$ cat src/logic/decode_config.svh
`ifndef DECODE_CONFIG_SVH
`define DECODE_CONFIG_SVH

// sizes pc and the predicted target
`define DEC_ADDR_W 32

// arch register fields are zero padded to this
`define DEC_PREG_W 6

`define DEC_PHT_W 10

// jal / bgezal link target
`define DEC_LINK_REG 31

`endif

$ cat src/logic/decode_pkg.sv
`default_nettype none

package decode_pkg;

	// primary opcode field insn[31:26]
	typedef enum logic [5:0] {
		OP_SPECIAL = 6'd0, OP_REGIMM = 6'd1, OP_J = 6'd2, OP_JAL = 6'd3,
		OP_BEQ = 6'd4, OP_BNE = 6'd5, OP_BLEZ = 6'd6, OP_BGTZ = 6'd7,
		OP_ADDIU = 6'd9, OP_SLTI = 6'd10, OP_SLTIU = 6'd11, OP_ANDI = 6'd12,
		OP_ORI = 6'd13, OP_XORI = 6'd14, OP_LUI = 6'd15,
		OP_BEQL = 6'd20, OP_BNEL = 6'd21, OP_BLEZL = 6'd22, OP_BGTZL = 6'd23,
		OP_LB = 6'd32, OP_LH = 6'd33, OP_LWL = 6'd34, OP_LW = 6'd35,
		OP_LBU = 6'd36, OP_LHU = 6'd37, OP_LWR = 6'd38,
		OP_SB = 6'd40, OP_SH = 6'd41, OP_SWL = 6'd42, OP_SW = 6'd43,
		OP_SWR = 6'd46, OP_LL = 6'd48, OP_PREF = 6'd51
	} major_op_t;

	// SPECIAL function field insn[5:0]
	typedef enum logic [5:0] {
		FN_SLL = 6'd0, FN_SRL = 6'd2, FN_SRA = 6'd3, FN_SLLV = 6'd4,
		FN_SRLV = 6'd6, FN_SRAV = 6'd7, FN_JR = 6'd8, FN_JALR = 6'd9,
		FN_SYNC = 6'd15, FN_MFHI = 6'd16, FN_MTHI = 6'd17, FN_MFLO = 6'd18,
		FN_MTLO = 6'd19, FN_MULT = 6'd24, FN_MULTU = 6'd25, FN_DIV = 6'd26,
		FN_DIVU = 6'd27, FN_ADDU = 6'd33, FN_SUBU = 6'd35, FN_AND = 6'd36,
		FN_OR = 6'd37, FN_XOR = 6'd38, FN_NOR = 6'd39, FN_SLT = 6'd42,
		FN_SLTU = 6'd43, FN_TEQ = 6'd52
	} funct_t;

	// REGIMM rt field insn[20:16]
	typedef enum logic [4:0] {
		RI_BLTZ = 5'd0, RI_BGEZ = 5'd1, RI_BLTZL = 5'd2, RI_BGEZL = 5'd3,
		RI_BGEZAL = 5'd17
	} regimm_t;

	// internal micro-op with II kept at zero
	typedef enum logic [5:0] {
		II, NOP, SLL, SRL, SRA, SLLV, SRLV, SRAV,
		JR, JALR, MFHI, MTHI, MFLO, MTLO, MULT, MULTU,
		DIV, DIVU, ADDU, SUBU, AND, OR, XOR, NOR,
		SLT, SLTU, MOV, ADDIU, MOVI, SLTI, SLTIU, ANDI,
		ORI, XORI, LUI, BLTZ, BGEZ, BLTZL, BGEZL, BGEZAL,
		BAL, J, JAL, BEQ, BNE, BLEZ, BGTZ, BEQL,
		BNEL, BLEZL, BGTZL, LB, LH, LWL, LW, LBU,
		LHU, LWR, SB, SH, SWL, SW, SWR
	} uop_op_t;

endpackage

`default_nettype wire

$ cat src/logic/decode_rtype.sv
`default_nettype none
`timescale 1ns/100ps
`include "decode_config.svh"

module decode_rtype (
	input wire [31:0] insn,
	input wire [`DEC_ADDR_W-1:0] insn_pred_target,
	output logic hit,
	output decode_pkg::uop_op_t op,
	output logic [`DEC_PREG_W-1:0] src_a,
	output logic src_a_valid,
	output logic [`DEC_PREG_W-1:0] src_b,
	output logic src_b_valid,
	output logic [`DEC_PREG_W-1:0] dst,
	output logic dst_valid,
	output logic [15:0] imm,
	output logic is_int,
	output logic has_delay_slot,
	output logic is_br,
	output logic hilo_src_valid,
	output logic hilo_dst_valid,
	output logic [`DEC_ADDR_W-17:0] jmp_imm
);
	import decode_pkg::*;

	localparam int zp = `DEC_PREG_W - 5;

	major_op_t opcode;
	funct_t funct;
	logic [`DEC_PREG_W-1:0] rs;
	logic [`DEC_PREG_W-1:0] rt;
	logic [`DEC_PREG_W-1:0] rd;
	logic [`DEC_PREG_W-1:0] shamt;
	logic rd_wr; // result goes to rd

	assign opcode = major_op_t'(insn[31:26]);
	assign funct = funct_t'(insn[5:0]);
	assign rs = {{zp{1'b0}}, insn[25:21]};
	assign rt = {{zp{1'b0}}, insn[20:16]};
	assign rd = {{zp{1'b0}}, insn[15:11]};
	assign shamt = {{zp{1'b0}}, insn[10:6]};

	always_comb
	begin
		op = II;
		{hit, src_a, src_a_valid, src_b, src_b_valid, dst, dst_valid, imm} = '0;
		{has_delay_slot, is_br, hilo_src_valid, hilo_dst_valid, jmp_imm} = '0;
		rd_wr = 1'b0;
		if (opcode == OP_SPECIAL)
		begin
			hit = 1'b1;
			case (funct)
				FN_SLL: op = SLL;
				FN_SRL: op = SRL;
				FN_SRA: op = SRA;
				FN_SLLV: op = SLLV;
				FN_SRLV: op = SRLV;
				FN_SRAV: op = SRAV;
				FN_JR: op = JR;
				FN_JALR: op = JALR;
				FN_MFHI: op = MFHI;
				FN_MTHI: op = MTHI;
				FN_MFLO: op = MFLO;
				FN_MTLO: op = MTLO;
				FN_MULT: op = MULT;
				FN_MULTU: op = MULTU;
				FN_DIV: op = DIV;
				FN_DIVU: op = DIVU;
				FN_ADDU: op = ADDU;
				FN_SUBU: op = SUBU;
				FN_AND: op = AND;
				FN_OR: op = (rs == '0) ? MOV : OR;
				FN_XOR: op = XOR;
				FN_NOR: op = NOR;
				FN_SLT: op = SLT;
				FN_SLTU: op = SLTU;
				FN_SYNC, FN_TEQ: op = NOP; // no side effects in this core
				default: hit = 1'b0;
			endcase
			case (funct)
				FN_SLL, FN_SRL, FN_SRA:
				begin
					src_a = rt;
					src_a_valid = 1'b1;
					src_b = shamt; // shift amount, not a register
					rd_wr = 1'b1;
				end
				FN_SLLV, FN_SRLV, FN_SRAV, FN_ADDU, FN_AND, FN_OR,
				FN_XOR, FN_NOR, FN_SLT, FN_SLTU:
				begin
					src_a = rt;
					src_a_valid = 1'b1;
					src_b = rs;
					src_b_valid = 1'b1;
					rd_wr = 1'b1;
				end
				FN_SUBU, FN_MULT, FN_MULTU, FN_DIV, FN_DIVU:
				begin
					src_a = rs;
					src_a_valid = 1'b1;
					src_b = rt;
					src_b_valid = 1'b1;
					rd_wr = (funct == FN_SUBU);
					hilo_dst_valid = (funct != FN_SUBU);
				end
				FN_JR, FN_JALR:
				begin
					src_a = rs;
					src_a_valid = 1'b1;
					has_delay_slot = 1'b1;
					is_br = 1'b1;
					imm = insn_pred_target[15:0];
					jmp_imm = insn_pred_target[`DEC_ADDR_W-1:16];
					dst = (funct == FN_JALR) ? rd : '0;
					dst_valid = (funct == FN_JALR) && (rd != '0);
				end
				FN_MFHI, FN_MFLO:
				begin
					hilo_src_valid = 1'b1;
					rd_wr = 1'b1;
				end
				FN_MTHI, FN_MTLO:
				begin
					src_a = rs;
					src_a_valid = 1'b1;
					hilo_src_valid = 1'b1; // other half is preserved
					hilo_dst_valid = 1'b1;
				end
			endcase
		end
		is_int = hit;
		if (op == MOV)
		begin
			src_b = '0;
			src_b_valid = 1'b0;
		end
		// folding r0 writes also covers the zero word and ehb
		if (rd_wr)
		begin
			dst = rd;
			dst_valid = (rd != '0);
			if (rd == '0)
				op = NOP;
		end
	end

endmodule

`default_nettype wire

$ cat src/logic/decode_imm_alu.sv
`default_nettype none
`timescale 1ns/100ps
`include "decode_config.svh"

module decode_imm_alu (
	input wire [31:0] insn,
	output logic hit,
	output decode_pkg::uop_op_t op,
	output logic [`DEC_PREG_W-1:0] src_a,
	output logic src_a_valid,
	output logic [`DEC_PREG_W-1:0] src_b,
	output logic src_b_valid,
	output logic [`DEC_PREG_W-1:0] dst,
	output logic dst_valid,
	output logic [15:0] imm,
	output logic is_int
);
	import decode_pkg::*;

	localparam int zp = `DEC_PREG_W - 5;

	major_op_t opcode;
	logic [`DEC_PREG_W-1:0] rs;
	logic [`DEC_PREG_W-1:0] rt;

	assign opcode = major_op_t'(insn[31:26]);
	assign rs = {{zp{1'b0}}, insn[25:21]};
	assign rt = {{zp{1'b0}}, insn[20:16]};

	always_comb
	begin
		op = II;
		{src_a, src_a_valid, src_b, src_b_valid, dst, dst_valid, imm, is_int} = '0;
		case (opcode)
			OP_ADDIU: op = (rs == '0) ? MOVI : ADDIU; // li idiom
			OP_SLTI: op = SLTI;
			OP_SLTIU: op = SLTIU;
			OP_ANDI: op = ANDI;
			OP_ORI: op = ORI;
			OP_XORI: op = XORI;
			OP_LUI: op = LUI;
			default: op = II;
		endcase
		hit = (op != II);
		if (hit)
		begin
			is_int = 1'b1;
			imm = insn[15:0];
			src_a_valid = (op != MOVI) && (op != LUI);
			src_a = src_a_valid ? rs : '0;
			dst = rt;
			dst_valid = (rt != '0);
			if (rt == '0)
				op = NOP;
		end
	end

endmodule

`default_nettype wire

$ cat src/logic/decode_branch.sv
`default_nettype none
`timescale 1ns/100ps
`include "decode_config.svh"

module decode_branch (
	input wire [31:0] insn,
	input wire insn_pred,
	output logic hit,
	output decode_pkg::uop_op_t op,
	output logic [`DEC_PREG_W-1:0] src_a,
	output logic src_a_valid,
	output logic [`DEC_PREG_W-1:0] src_b,
	output logic src_b_valid,
	output logic [`DEC_PREG_W-1:0] dst,
	output logic dst_valid,
	output logic [15:0] imm,
	output logic is_int,
	output logic br_pred,
	output logic is_br,
	output logic has_delay_slot,
	output logic has_nullifying_delay_slot,
	output logic [`DEC_ADDR_W-17:0] jmp_imm
);
	import decode_pkg::*;

	localparam int zp = `DEC_PREG_W - 5;
	localparam logic [`DEC_PREG_W-1:0] link_reg = `DEC_PREG_W'(`DEC_LINK_REG);

	major_op_t opcode;
	regimm_t rimm;
	logic [`DEC_PREG_W-1:0] rs;
	logic [`DEC_PREG_W-1:0] rt;
	logic cond_br; // pc relative and predicted

	assign opcode = major_op_t'(insn[31:26]);
	assign rimm = regimm_t'(insn[20:16]);
	assign rs = {{zp{1'b0}}, insn[25:21]};
	assign rt = {{zp{1'b0}}, insn[20:16]};
	assign cond_br = opcode inside {OP_REGIMM, OP_BEQ, OP_BNE, OP_BLEZ, OP_BGTZ,
		OP_BEQL, OP_BNEL, OP_BLEZL, OP_BGTZL};

	always_comb
	begin
		op = II;
		{src_a, src_a_valid, src_b, src_b_valid, dst, dst_valid, imm, br_pred} = '0;
		jmp_imm = '0;
		hit = cond_br || (opcode inside {OP_J, OP_JAL});
		is_br = hit;
		is_int = hit;
		has_delay_slot = hit;
		has_nullifying_delay_slot = opcode inside {OP_BEQL, OP_BNEL, OP_BLEZL, OP_BGTZL};
		if (cond_br)
		begin
			src_a = rs;
			src_a_valid = 1'b1;
			imm = insn[15:0];
			br_pred = insn_pred;
		end
		if (opcode inside {OP_BEQ, OP_BNE, OP_BEQL, OP_BNEL})
		begin
			src_b = rt;
			src_b_valid = 1'b1;
		end
		case (opcode)
			OP_REGIMM:
			begin
				case (rimm)
					RI_BLTZ: op = BLTZ;
					RI_BGEZ: op = BGEZ;
					RI_BLTZL: op = BLTZL;
					RI_BGEZL: op = BGEZL;
					RI_BGEZAL:
					begin
						op = (rs == '0) ? BAL : BGEZAL; // bgezal r0 always taken
						dst = link_reg;
						dst_valid = 1'b1;
						src_b = link_reg;
						src_b_valid = (rs != '0);
					end
					default: op = II;
				endcase
				has_nullifying_delay_slot = rimm inside {RI_BLTZL, RI_BGEZL};
			end
			OP_BEQ: op = BEQ;
			OP_BNE: op = BNE;
			OP_BLEZ: op = BLEZ;
			OP_BGTZ: op = BGTZ;
			OP_BEQL: op = BEQL;
			OP_BNEL: op = BNEL;
			OP_BLEZL: op = BLEZL;
			OP_BGTZL: op = BGTZL;
			OP_J: op = J;
			OP_JAL:
			begin
				op = JAL;
				imm = insn[15:0];
				jmp_imm = {{(`DEC_ADDR_W-26){1'b0}}, insn[25:16]};
				dst = link_reg;
				dst_valid = 1'b1;
				br_pred = 1'b1;
			end
			default: op = II;
		endcase
	end

endmodule

`default_nettype wire

$ cat src/logic/decode_mem.sv
`default_nettype none
`timescale 1ns/100ps
`include "decode_config.svh"

module decode_mem (
	input wire [31:0] insn,
	output logic hit,
	output decode_pkg::uop_op_t op,
	output logic [`DEC_PREG_W-1:0] src_a,
	output logic src_a_valid,
	output logic [`DEC_PREG_W-1:0] src_b,
	output logic src_b_valid,
	output logic [`DEC_PREG_W-1:0] dst,
	output logic dst_valid,
	output logic [15:0] imm,
	output logic is_int,
	output logic is_mem,
	output logic is_store
);
	import decode_pkg::*;

	localparam int zp = `DEC_PREG_W - 5;

	major_op_t opcode;
	logic [`DEC_PREG_W-1:0] rs;
	logic [`DEC_PREG_W-1:0] rt;

	assign opcode = major_op_t'(insn[31:26]);
	assign rs = {{zp{1'b0}}, insn[25:21]};
	assign rt = {{zp{1'b0}}, insn[20:16]};

	always_comb
	begin
		op = II;
		{src_a, src_a_valid, src_b, src_b_valid, dst, dst_valid, imm} = '0;
		case (opcode)
			OP_LB: op = LB;
			OP_LH: op = LH;
			OP_LWL: op = LWL;
			OP_LW, OP_LL: op = LW; // no reservation tracking
			OP_LBU: op = LBU;
			OP_LHU: op = LHU;
			OP_LWR: op = LWR;
			OP_SB: op = SB;
			OP_SH: op = SH;
			OP_SWL: op = SWL;
			OP_SW: op = SW;
			OP_SWR: op = SWR;
			OP_PREF: op = NOP;
			default: op = II;
		endcase
		hit = (op != II);
		is_int = (opcode == OP_PREF);
		is_mem = hit && !is_int;
		is_store = opcode inside {OP_SB, OP_SH, OP_SWL, OP_SW, OP_SWR};
		if (is_mem)
		begin
			src_a = rs;
			src_a_valid = 1'b1;
			imm = insn[15:0];
		end
		// unaligned loads merge into the old rt value
		if (is_store || (opcode inside {OP_LWL, OP_LWR}))
		begin
			src_b = rt;
			src_b_valid = 1'b1;
		end
		if (is_mem && !is_store)
		begin
			dst = rt;
			dst_valid = (rt != '0);
		end
	end

endmodule

`default_nettype wire

$ cat src/logic/decode_stage.sv
`default_nettype none
`timescale 1ns/100ps
`include "decode_config.svh"

module decode_stage (
	input wire clk,
	input wire rst_n,
	input wire insn_valid,
	input wire [31:0] insn,
	input wire [`DEC_ADDR_W-1:0] pc,
	input wire insn_pred,
	input wire [`DEC_PHT_W-1:0] pht_idx,
	input wire [`DEC_ADDR_W-1:0] insn_pred_target,
	output logic uop_valid,
	output decode_pkg::uop_op_t uop_op,
	output logic [`DEC_PREG_W-1:0] src_a,
	output logic src_a_valid,
	output logic [`DEC_PREG_W-1:0] src_b,
	output logic src_b_valid,
	output logic [`DEC_PREG_W-1:0] dst,
	output logic dst_valid,
	output logic [15:0] imm,
	output logic [`DEC_ADDR_W-17:0] jmp_imm,
	output logic [`DEC_ADDR_W-1:0] uop_pc,
	output logic [`DEC_PHT_W-1:0] uop_pht_idx,
	output logic br_pred,
	output logic is_br,
	output logic has_delay_slot,
	output logic has_nullifying_delay_slot,
	output logic is_mem,
	output logic is_store,
	output logic is_int,
	output logic hilo_src_valid,
	output logic hilo_dst_valid
);
	import decode_pkg::*;

	logic [3:0] hits; // special, imm alu, branch, mem
	uop_op_t d_op [4];
	logic [`DEC_PREG_W-1:0] d_src_a [4];
	logic d_src_a_valid [4];
	logic [`DEC_PREG_W-1:0] d_src_b [4];
	logic d_src_b_valid [4];
	logic [`DEC_PREG_W-1:0] d_dst [4];
	logic d_dst_valid [4];
	logic [15:0] d_imm [4];
	logic d_is_int [4];
	logic sp_has_delay_slot;
	logic sp_is_br;
	logic sp_hilo_src_valid;
	logic sp_hilo_dst_valid;
	logic [`DEC_ADDR_W-17:0] sp_jmp_imm;
	logic bc_br_pred;
	logic bc_is_br;
	logic bc_has_delay_slot;
	logic bc_has_nullifying_delay_slot;
	logic [`DEC_ADDR_W-17:0] bc_jmp_imm;
	logic mc_is_mem;
	logic mc_is_store;

	decode_rtype decode_rtype_inst (
		.insn(insn), .insn_pred_target(insn_pred_target), .hit(hits[0]), .op(d_op[0]),
		.src_a(d_src_a[0]), .src_a_valid(d_src_a_valid[0]),
		.src_b(d_src_b[0]), .src_b_valid(d_src_b_valid[0]),
		.dst(d_dst[0]), .dst_valid(d_dst_valid[0]), .imm(d_imm[0]), .is_int(d_is_int[0]),
		.has_delay_slot(sp_has_delay_slot), .is_br(sp_is_br), .jmp_imm(sp_jmp_imm),
		.hilo_src_valid(sp_hilo_src_valid), .hilo_dst_valid(sp_hilo_dst_valid)
	);

	decode_imm_alu decode_imm_alu_inst (
		.insn(insn), .hit(hits[1]), .op(d_op[1]),
		.src_a(d_src_a[1]), .src_a_valid(d_src_a_valid[1]),
		.src_b(d_src_b[1]), .src_b_valid(d_src_b_valid[1]),
		.dst(d_dst[1]), .dst_valid(d_dst_valid[1]), .imm(d_imm[1]), .is_int(d_is_int[1])
	);

	decode_branch decode_branch_inst (
		.insn(insn), .insn_pred(insn_pred), .hit(hits[2]), .op(d_op[2]),
		.src_a(d_src_a[2]), .src_a_valid(d_src_a_valid[2]),
		.src_b(d_src_b[2]), .src_b_valid(d_src_b_valid[2]),
		.dst(d_dst[2]), .dst_valid(d_dst_valid[2]), .imm(d_imm[2]), .is_int(d_is_int[2]),
		.br_pred(bc_br_pred), .is_br(bc_is_br), .has_delay_slot(bc_has_delay_slot),
		.has_nullifying_delay_slot(bc_has_nullifying_delay_slot), .jmp_imm(bc_jmp_imm)
	);

	decode_mem decode_mem_inst (
		.insn(insn), .hit(hits[3]), .op(d_op[3]),
		.src_a(d_src_a[3]), .src_a_valid(d_src_a_valid[3]),
		.src_b(d_src_b[3]), .src_b_valid(d_src_b_valid[3]),
		.dst(d_dst[3]), .dst_valid(d_dst_valid[3]), .imm(d_imm[3]), .is_int(d_is_int[3]),
		.is_mem(mc_is_mem), .is_store(mc_is_store)
	);

	always_ff @(posedge clk or negedge rst_n)
	begin
		if (!rst_n)
		begin
			uop_valid <= 1'b0;
			uop_op <= II;
			{src_a, src_a_valid, src_b, src_b_valid, dst, dst_valid, imm, is_int} <= '0;
			{jmp_imm, uop_pc, uop_pht_idx} <= '0;
			{br_pred, is_br, has_delay_slot, has_nullifying_delay_slot} <= '0;
			{is_mem, is_store, hilo_src_valid, hilo_dst_valid} <= '0;
		end
		else
		begin
			uop_valid <= insn_valid;
			if (insn_valid)
			begin
				uop_op <= II; // no class claimed it
				{src_a, src_a_valid, src_b, src_b_valid, dst, dst_valid, imm, is_int} <= '0;
				for (int i = 0; i < 4; i++)
				begin
					if (hits[i])
					begin
						uop_op <= d_op[i];
						{src_a, src_a_valid, src_b, src_b_valid} <=
							{d_src_a[i], d_src_a_valid[i], d_src_b[i], d_src_b_valid[i]};
						{dst, dst_valid, imm, is_int} <=
							{d_dst[i], d_dst_valid[i], d_imm[i], d_is_int[i]};
					end
				end
				jmp_imm <= hits[0] ? sp_jmp_imm : (hits[2] ? bc_jmp_imm : '0);
				uop_pc <= pc;
				uop_pht_idx <= pht_idx;
				br_pred <= hits[2] & bc_br_pred;
				is_br <= (hits[0] & sp_is_br) | (hits[2] & bc_is_br);
				has_delay_slot <= (hits[0] & sp_has_delay_slot) | (hits[2] & bc_has_delay_slot);
				has_nullifying_delay_slot <= hits[2] & bc_has_nullifying_delay_slot;
				is_mem <= hits[3] & mc_is_mem;
				is_store <= hits[3] & mc_is_store;
				hilo_src_valid <= hits[0] & sp_hilo_src_valid;
				hilo_dst_valid <= hits[0] & sp_hilo_dst_valid;
			end
		end
	end

endmodule

`default_nettype wire

$ cat config.mk
export PLATFORM = sky130hd
export DESIGN_NAME = decode_stage
export DESIGN_NICKNAME = d
export VERILOG_FILES = /design/src/logic/decode_pkg.sv /design/src/logic/decode_rtype.sv /design/src/logic/decode_imm_alu.sv /design/src/logic/decode_branch.sv /design/src/logic/decode_mem.sv /design/src/logic/decode_stage.sv
export VERILOG_INCLUDE_DIRS = /design/src /design/src/logic
export SDC_FILE = /design/constraint.sdc
export NUM_CORES = 1
export LEC_CHECK = 0
export ABC_AREA = 1
export BUFFER_PORTS_ARGS = -buffer_cell sky130_fd_sc_hd__buf_4
export CORE_ASPECT_RATIO = 1.75
export CORE_MARGIN = 2
export CORE_UTILIZATION = 55
export CTS_CLUSTER_DIAMETER = 200
export DETAILED_ROUTE_END_ITERATION = 10
export PLACE_DENSITY = 0.94
export SYNTH_ARGS = -nofsm -noshare
export SYNTH_HDL_FRONTEND = slang
export SYNTH_SLANG_ARGS = --single-unit
$ cat constraint.sdc
create_clock -name clk -period 2.07 [get_ports clk]
set_input_delay 0.207 -clock clk [delete_from_list [all_inputs] [get_ports clk]]
set_output_delay 0.207 -clock clk [all_outputs]
set_load 0.01 [all_outputs]
# == Yosys cells after proc, flatten, opt, wreduce, memory -nomap -nowiden ==
# Memory sizes are Yosys's and may differ from the RTL's.
# Index checks and enable logic that the tools add are counted.
# op_classes
bitwise,8
mux,106
eq_ne,59
reduce_logical,39
# op_table
op,count
16-bit two-way mux,13
6-bit two-way mux,27
6-bit case mux with 25 select lines,1
6-bit equality test (second input constant),17
6-bit by 5-bit equality test with 1-bit output (second input constant),13
6-bit case mux with 11 select lines,1
6-bit by 4-bit equality test with 1-bit output (second input constant),10
5-bit two-way mux,9
1-bit two-way mux,43
6-bit by 3-bit equality test with 1-bit output (second input constant),7
6-bit case mux with 7 select lines,1
6-bit logical NOT,5
6-bit case mux with 5 select lines,1
6-bit nonzero test,5
15-bit OR reduction,2
26-bit OR reduction,1
6-bit by 2-bit equality test with 1-bit output (second input constant),4
22-bit OR reduction,1
5-bit case mux with 3 select lines,1
13-bit OR reduction,1
6-bit inequality test (second input constant),2
6-bit case mux with 2 select lines,1
5-bit by 2-bit equality test with 1-bit output (second input constant),2
10-bit two-way mux,1
other kinds (24),43
# word_totals
out_inout_bits,111
mem_count,1
rom_bits,384
elab_cells,233
in_bits,110
ff_bits,110
# memory_table
memory,depth,width,rd,rd_clocked_by_memory_dff,wr,line_no,source
(no name shown),64,6,1,0,0,decode_mem.sv:36,case (opcode)

# == Longest topological paths before layout ==
# logic_depth
ltp_word,10
mapped_depth,17
ltp_nobuf,16

# == Cells and area by module ==
# A second synthesis with hierarchy kept.
# hier_totals
cells_unflattened,1561
hier_area_um2,9640.5
# modules_own_cells
module,cells_per_inst,area_per_inst_um2,instances,seq_area_each_um2
decode_stage,874,5960.7,1,2777.7
decode_rtype,286,1373.8,1,0.0
decode_branch,158,890.9,1,0.0
decode_imm_alu,110,714.4,1,0.0
decode_mem,133,700.7,1,0.0

# == Worst setup path after synthesis ==
# Ideal clock, no wire load.
# synth_timing
path_kind,in2reg
start,input port insn[26]
end,register imm[3]
path_slack_ns,0.352
setup_time_ns,0.124
required_ns,1.946
n_path_buf,2
arrival_time_ns,1.595
path_stages,12
cell_sequence,inv_1 > ha_1 > buf_2 > nand3_1 > nand2_1 > nor3_1 > nand3_2 > nor2_4 > buf_6 > o21ai_1 > inv_1 > a21oi_1
# synth_via
elab_chain_len,6
elab_cells_between_ends,38
classes_between,19 x eq/ne; 10 x mux; 8 x reduce/logical; 1 x memory
# synth_lines
item,line_no,source
"start, declared",decode_stage.sv:9,"input wire [31:0] insn,"
branches (longest 5 deep; another with memory read 64 x 6 bit),n/a,
16-bit two-way mux *,decode_stage.sv:114,if (hits[i])
"end signal, assigned",decode_stage.sv:119,"{dst, dst_valid, imm, is_int} <="
"end, declared",decode_stage.sv:22,"output logic [15:0] imm,"
# Every way passes the cells marked *.
# A chain may end at the register's enable or synchronous reset.

# == Worst setup path in the final report ==
# layout_timing
start,input port insn[26]
end,register src_a[3]
# layout_via
elab_chain_len,8
elab_cells_between_ends,41
classes_between,21 x eq/ne; 10 x mux; 9 x reduce/logical; 1 x memory
# layout_lines
item,line_no,source
6-bit by 4-bit equality test with 1-bit output,decode_imm_alu.sv:34,case (opcode)
6-bit case mux with 7 select lines,decode_imm_alu.sv:34,
6-bit by 5-bit inequality test with 1-bit output or 6-bit inequality test (tied branches),decode_imm_alu.sv:49,src_a_valid = (op != MOVI) && (op != LUI);
1-bit logical AND,decode_imm_alu.sv:49,
5-bit two-way mux,decode_imm_alu.sv:50,src_a = src_a_valid ? rs : '0;
6-bit two-way mux (2 in a row),decode_stage.sv:114,
6-bit two-way mux *,decode_stage.sv:114,
"end signal, assigned",decode_stage.sv:117,"{src_a, src_a_valid, src_b, src_b_valid} <="
"end, declared",decode_stage.sv:16,"output logic [`DEC_PREG_W-1:0] src_a,"
# Mark *: on every way between the ends. The rest lies on a longest branch, timed or not.

==> impl_metrics.env <==
export IMPL_cp_start_kind="primary input"
export IMPL_grt_max_degree=105
export IMPL_synth_warnings=0
export IMPL_hold_viol=0
export IMPL_io_pins=221
export IMPL_max_slew_margin=0.583
export IMPL_cts_tree="yes"
export IMPL_skew_ns=0
export IMPL_finalSetupTns_ns=0
export IMPL_syn_inst=1027
export IMPL_grt_overflow=0
export IMPL_cp_end_kind="flop"
export IMPL_die_area_sq_um=13600
export IMPL_path_cells="buf_4 > inv_1 > ha_1 > inv_1 > nand3_1 > nand3_1 > nand2_1 > nor2_2 > nand2_2 > nand2_2 > nand2_4 > o21ai_0 > nand3_1 > nand2_1 > inv_1"
export IMPL_hold_class="primary input to flop"
export IMPL_die_y_microns=153
export IMPL_reg2reg_slack_ns=1.19
export IMPL_vdd_drop_max_v=0.000616
export IMPL_drc=0
export IMPL_start_util=0.561
export IMPL_cp_required_ns=2.38
export IMPL_p_per_area_nw_per_um2=633
export IMPL_worst_pin_slew_ns=0.624
export IMPL_die_x_microns=88.9
export IMPL_fmax_ghz=0.536
export IMPL_cts_sink_count=107
export IMPL_worstPathMaxFanout=18
export IMPL_ctsResizeCount=0
export IMPL_layout_drive_gt1_share=0.265
export IMPL_synth_top_cell_area_share=0.386
export IMPL_critPathTopFamily="simple AND/OR/NAND/NOR gates"
export IMPL_cap_violations=0
export IMPL_nNetsFinal=1376
export IMPL_drt_iter0_drc=691
export IMPL_critPathKind="primary input to flop"
export IMPL_grt_usage=0.379
export IMPL_postRouteAntennaNets=0
export IMPL_placed_area_sq_um=8960
export IMPL_post_route_period_util=0.902
export IMPL_crit_buf_inv=4
export IMPL_syn_area_sq_um=6930
export IMPL_num_rows=54
export IMPL_gp_congestion=0.995
export IMPL_n_antenna_cell=0
export IMPL_grt_pass1_wl_microns=39700
export IMPL_ys_top_cells_by_area="dfrtp_1, nand2_1, nand3_1"
export IMPL_synth_avg_cell_area_sq_um=6.75
export IMPL_cp_arrival_ns=2.18
export IMPL_stdcell_area_sq_um=9300
export IMPL_rsz0062_at_grt="no"
export IMPL_cp_slowest_stage_delay_ns=0.40
export IMPL_final_max_slew_violation_count=0
export IMPL_yosysTopAreaCell="dfrtp_1"
export IMPL_firstDrtPassIters=8
export IMPL_fin_crit_ns=1.87
export IMPL_routed_via_density=5.65
export IMPL_antenna_found_initial=0
export IMPL_dp_hpwl_microns=18900
export IMPL_routedWlPerCell_microns=17.5
export IMPL_ys_seq_area_frac=0.386
export IMPL_synthDistinctLibCells=41
export IMPL_wl_microns=25100
export IMPL_p_leak_nw=5.05
export IMPL_ys_ff_latch=107
export IMPL_postCtsSetupRepairBufs=0
export IMPL_synthToLayoutAreaGrowth_pct=34.1
export IMPL_core_area_sq_um=12400
export IMPL_vias=8100
export IMPL_port_buffers=217
export IMPL_h_tree_depth=3
export IMPL_setup_violations=0
export IMPL_cts_root_buf="clkbuf_16"
export IMPL_status="finished clean"
export IMPL_fillers=992
export IMPL_clk_pin_slew_ns=0.08
export IMPL_cts_buffers=9
export IMPL_clock_path_buffers=2
export IMPL_grt_pass1_vias=8070
export IMPL_p_total_mw=5.89
export IMPL_cp_slowest_cell="ha_1"
export IMPL_clk_latency_ns=0.36
-- logic make-up (layout without fill, tap and decap cells) --
family                     count (synthesis)  in the layout  share of synthesized area
AOI/OAI and AO/OA                        154            154                      0.121
adders and majority gates                  5              5                    0.00902
buffers and inverters                    136            373                     0.0904
DFF                                      107            107                      0.386
other                                      1              3                   0.000541
and+or+nand+nor                          624            624                      0.393
-- placed cells by master, fill, tap and decap left out, types with 3 or more instances in the layout --
cell and n:
a21oi_1 55, o31ai_1 3, ha_1 5, nor2_2 5, a22oi_1 3, or2_2 6, o211ai_1 10, buf_12 6
nand4_1 12, conb_1 3, nor3_1 10, inv_1 72, clkbuf_16 9, nand3_1 97, buf_4 267, o21ai_1 23
o21ai_0 44, nand2_1 349, a31oi_1 11, nor2_1 118, inv_2 10, nor2_4 6, nand2_4 5, dfrtp_1 107
nand2_2 5
-- state kept, by name, summed over array words and instances (netlist names) --
register,flops
uop_pc,32
imm,16
jmp_imm,16
uop_pht_idx,10
uop_op,6
dst,5
src_a,5
src_b,5
br_pred,1
dst_valid,1
has_delay_slot,1
has_nullifying_delay_slot,1
hilo_dst_valid,1
hilo_src_valid,1
is_int,1
is_mem,1
is_store,1
src_a_valid,1
src_b_valid,1
uop_valid,1
-- stage by stage --
step | hold slack [ns] | worst slack (ns) | cells | utilization
2_1_floorplan | -0.0886 | 0.352 | 1029 | -
3_3_place_gp | 0.0982 | 0.00119 | 1417 | 0.725
3_5_place_dp | 0.0992 | -0.0432 | 1417 | 0.725
4_1_cts | 0.0404 | 0.286 | 1434 | 0.752
5_1_grt | 0.0403 | 0.0842 | 1434 | 0.752
6_report | 0.0407 | 0.203 | 1434 | 0.752
-- metal layers --
layer / global-route usage / vias up / wire length (microns)
met5: 0 / - / 0
met1: 0.395 / 3713 / 8160
met4: 0.239 / 0 / 1830
met2: 0.667 / 481 / 13300
met3: 0.0726 / 136 / 1810
li1: - / 3770 / -
-- worst register-to-register path, delay by kind of cell (launching register included) --
| kind | cells | cell delay (ns) |
|---|---|---|
| buffers and inverters | 1 | 0.03 |
| flip-flops | 1 | 0.41 |
| AND/OR/NAND/NOR | 2 | 0.35 |
-- synthesized netlist by cell type, drive strengths merged --
library cell	count
a21oi	56
buf	29
ha	5
nor3	12
o21bai	1
o221ai	1
inv	83
clkbuf	24
and3	1
or2	7
a22oi	3
o31ai	3
nand3	99
a211oi	1
nor2	131
nand3b	2
dfrtp	107
o211ai	10
nand2	359
o21ai	68
a31oi	11
conb	1
nand4	13
-- cell type report --
type	count	area [sq um]	area share
Timing Repair Buffer	274	2130	0.229
Clock inverter	7	103	0.0110
Multi-Input combinational cell	786	3640	0.391
Inverter	83	314	0.0338
Tap cell	168	210	0.0226
Sequential cell	107	2680	0.288
Clock buffer	9	225	0.0242
-- where the power goes --
group	internal [mW]	leakage [nW]	switching, mW	total, mW
Clock	0.987	0.160	0.903	1.89
Combinational	0.685	3.58	0.885	1.57
Sequential	2.30	1.31	0.135	2.43
-- final timing paths --
| kind | to | depth (start not counted) | startpoint |
|---|---|---|---|
| worst max-delay path | src_a[3] | 15 | insn[26] |
| worst min-delay path | uop_pc[23] | 3 | pc[23] |
| worst max register to register | src_a[3] | 3 | src_a[3] |
| worst min register to register | uop_pht_idx[2] | 2 | uop_pht_idx[2] |
| max in group asynchronous | src_b_valid | 3 | rst_n |
| min in group asynchronous | uop_pc[8] | 2 | rst_n |
-- timing repair --
item	CTS	global route
hold buffers	1	0
setup endpoints to repair	0	0
hold endpoints to repair	17	0
(Power assumes the default switching activity.)
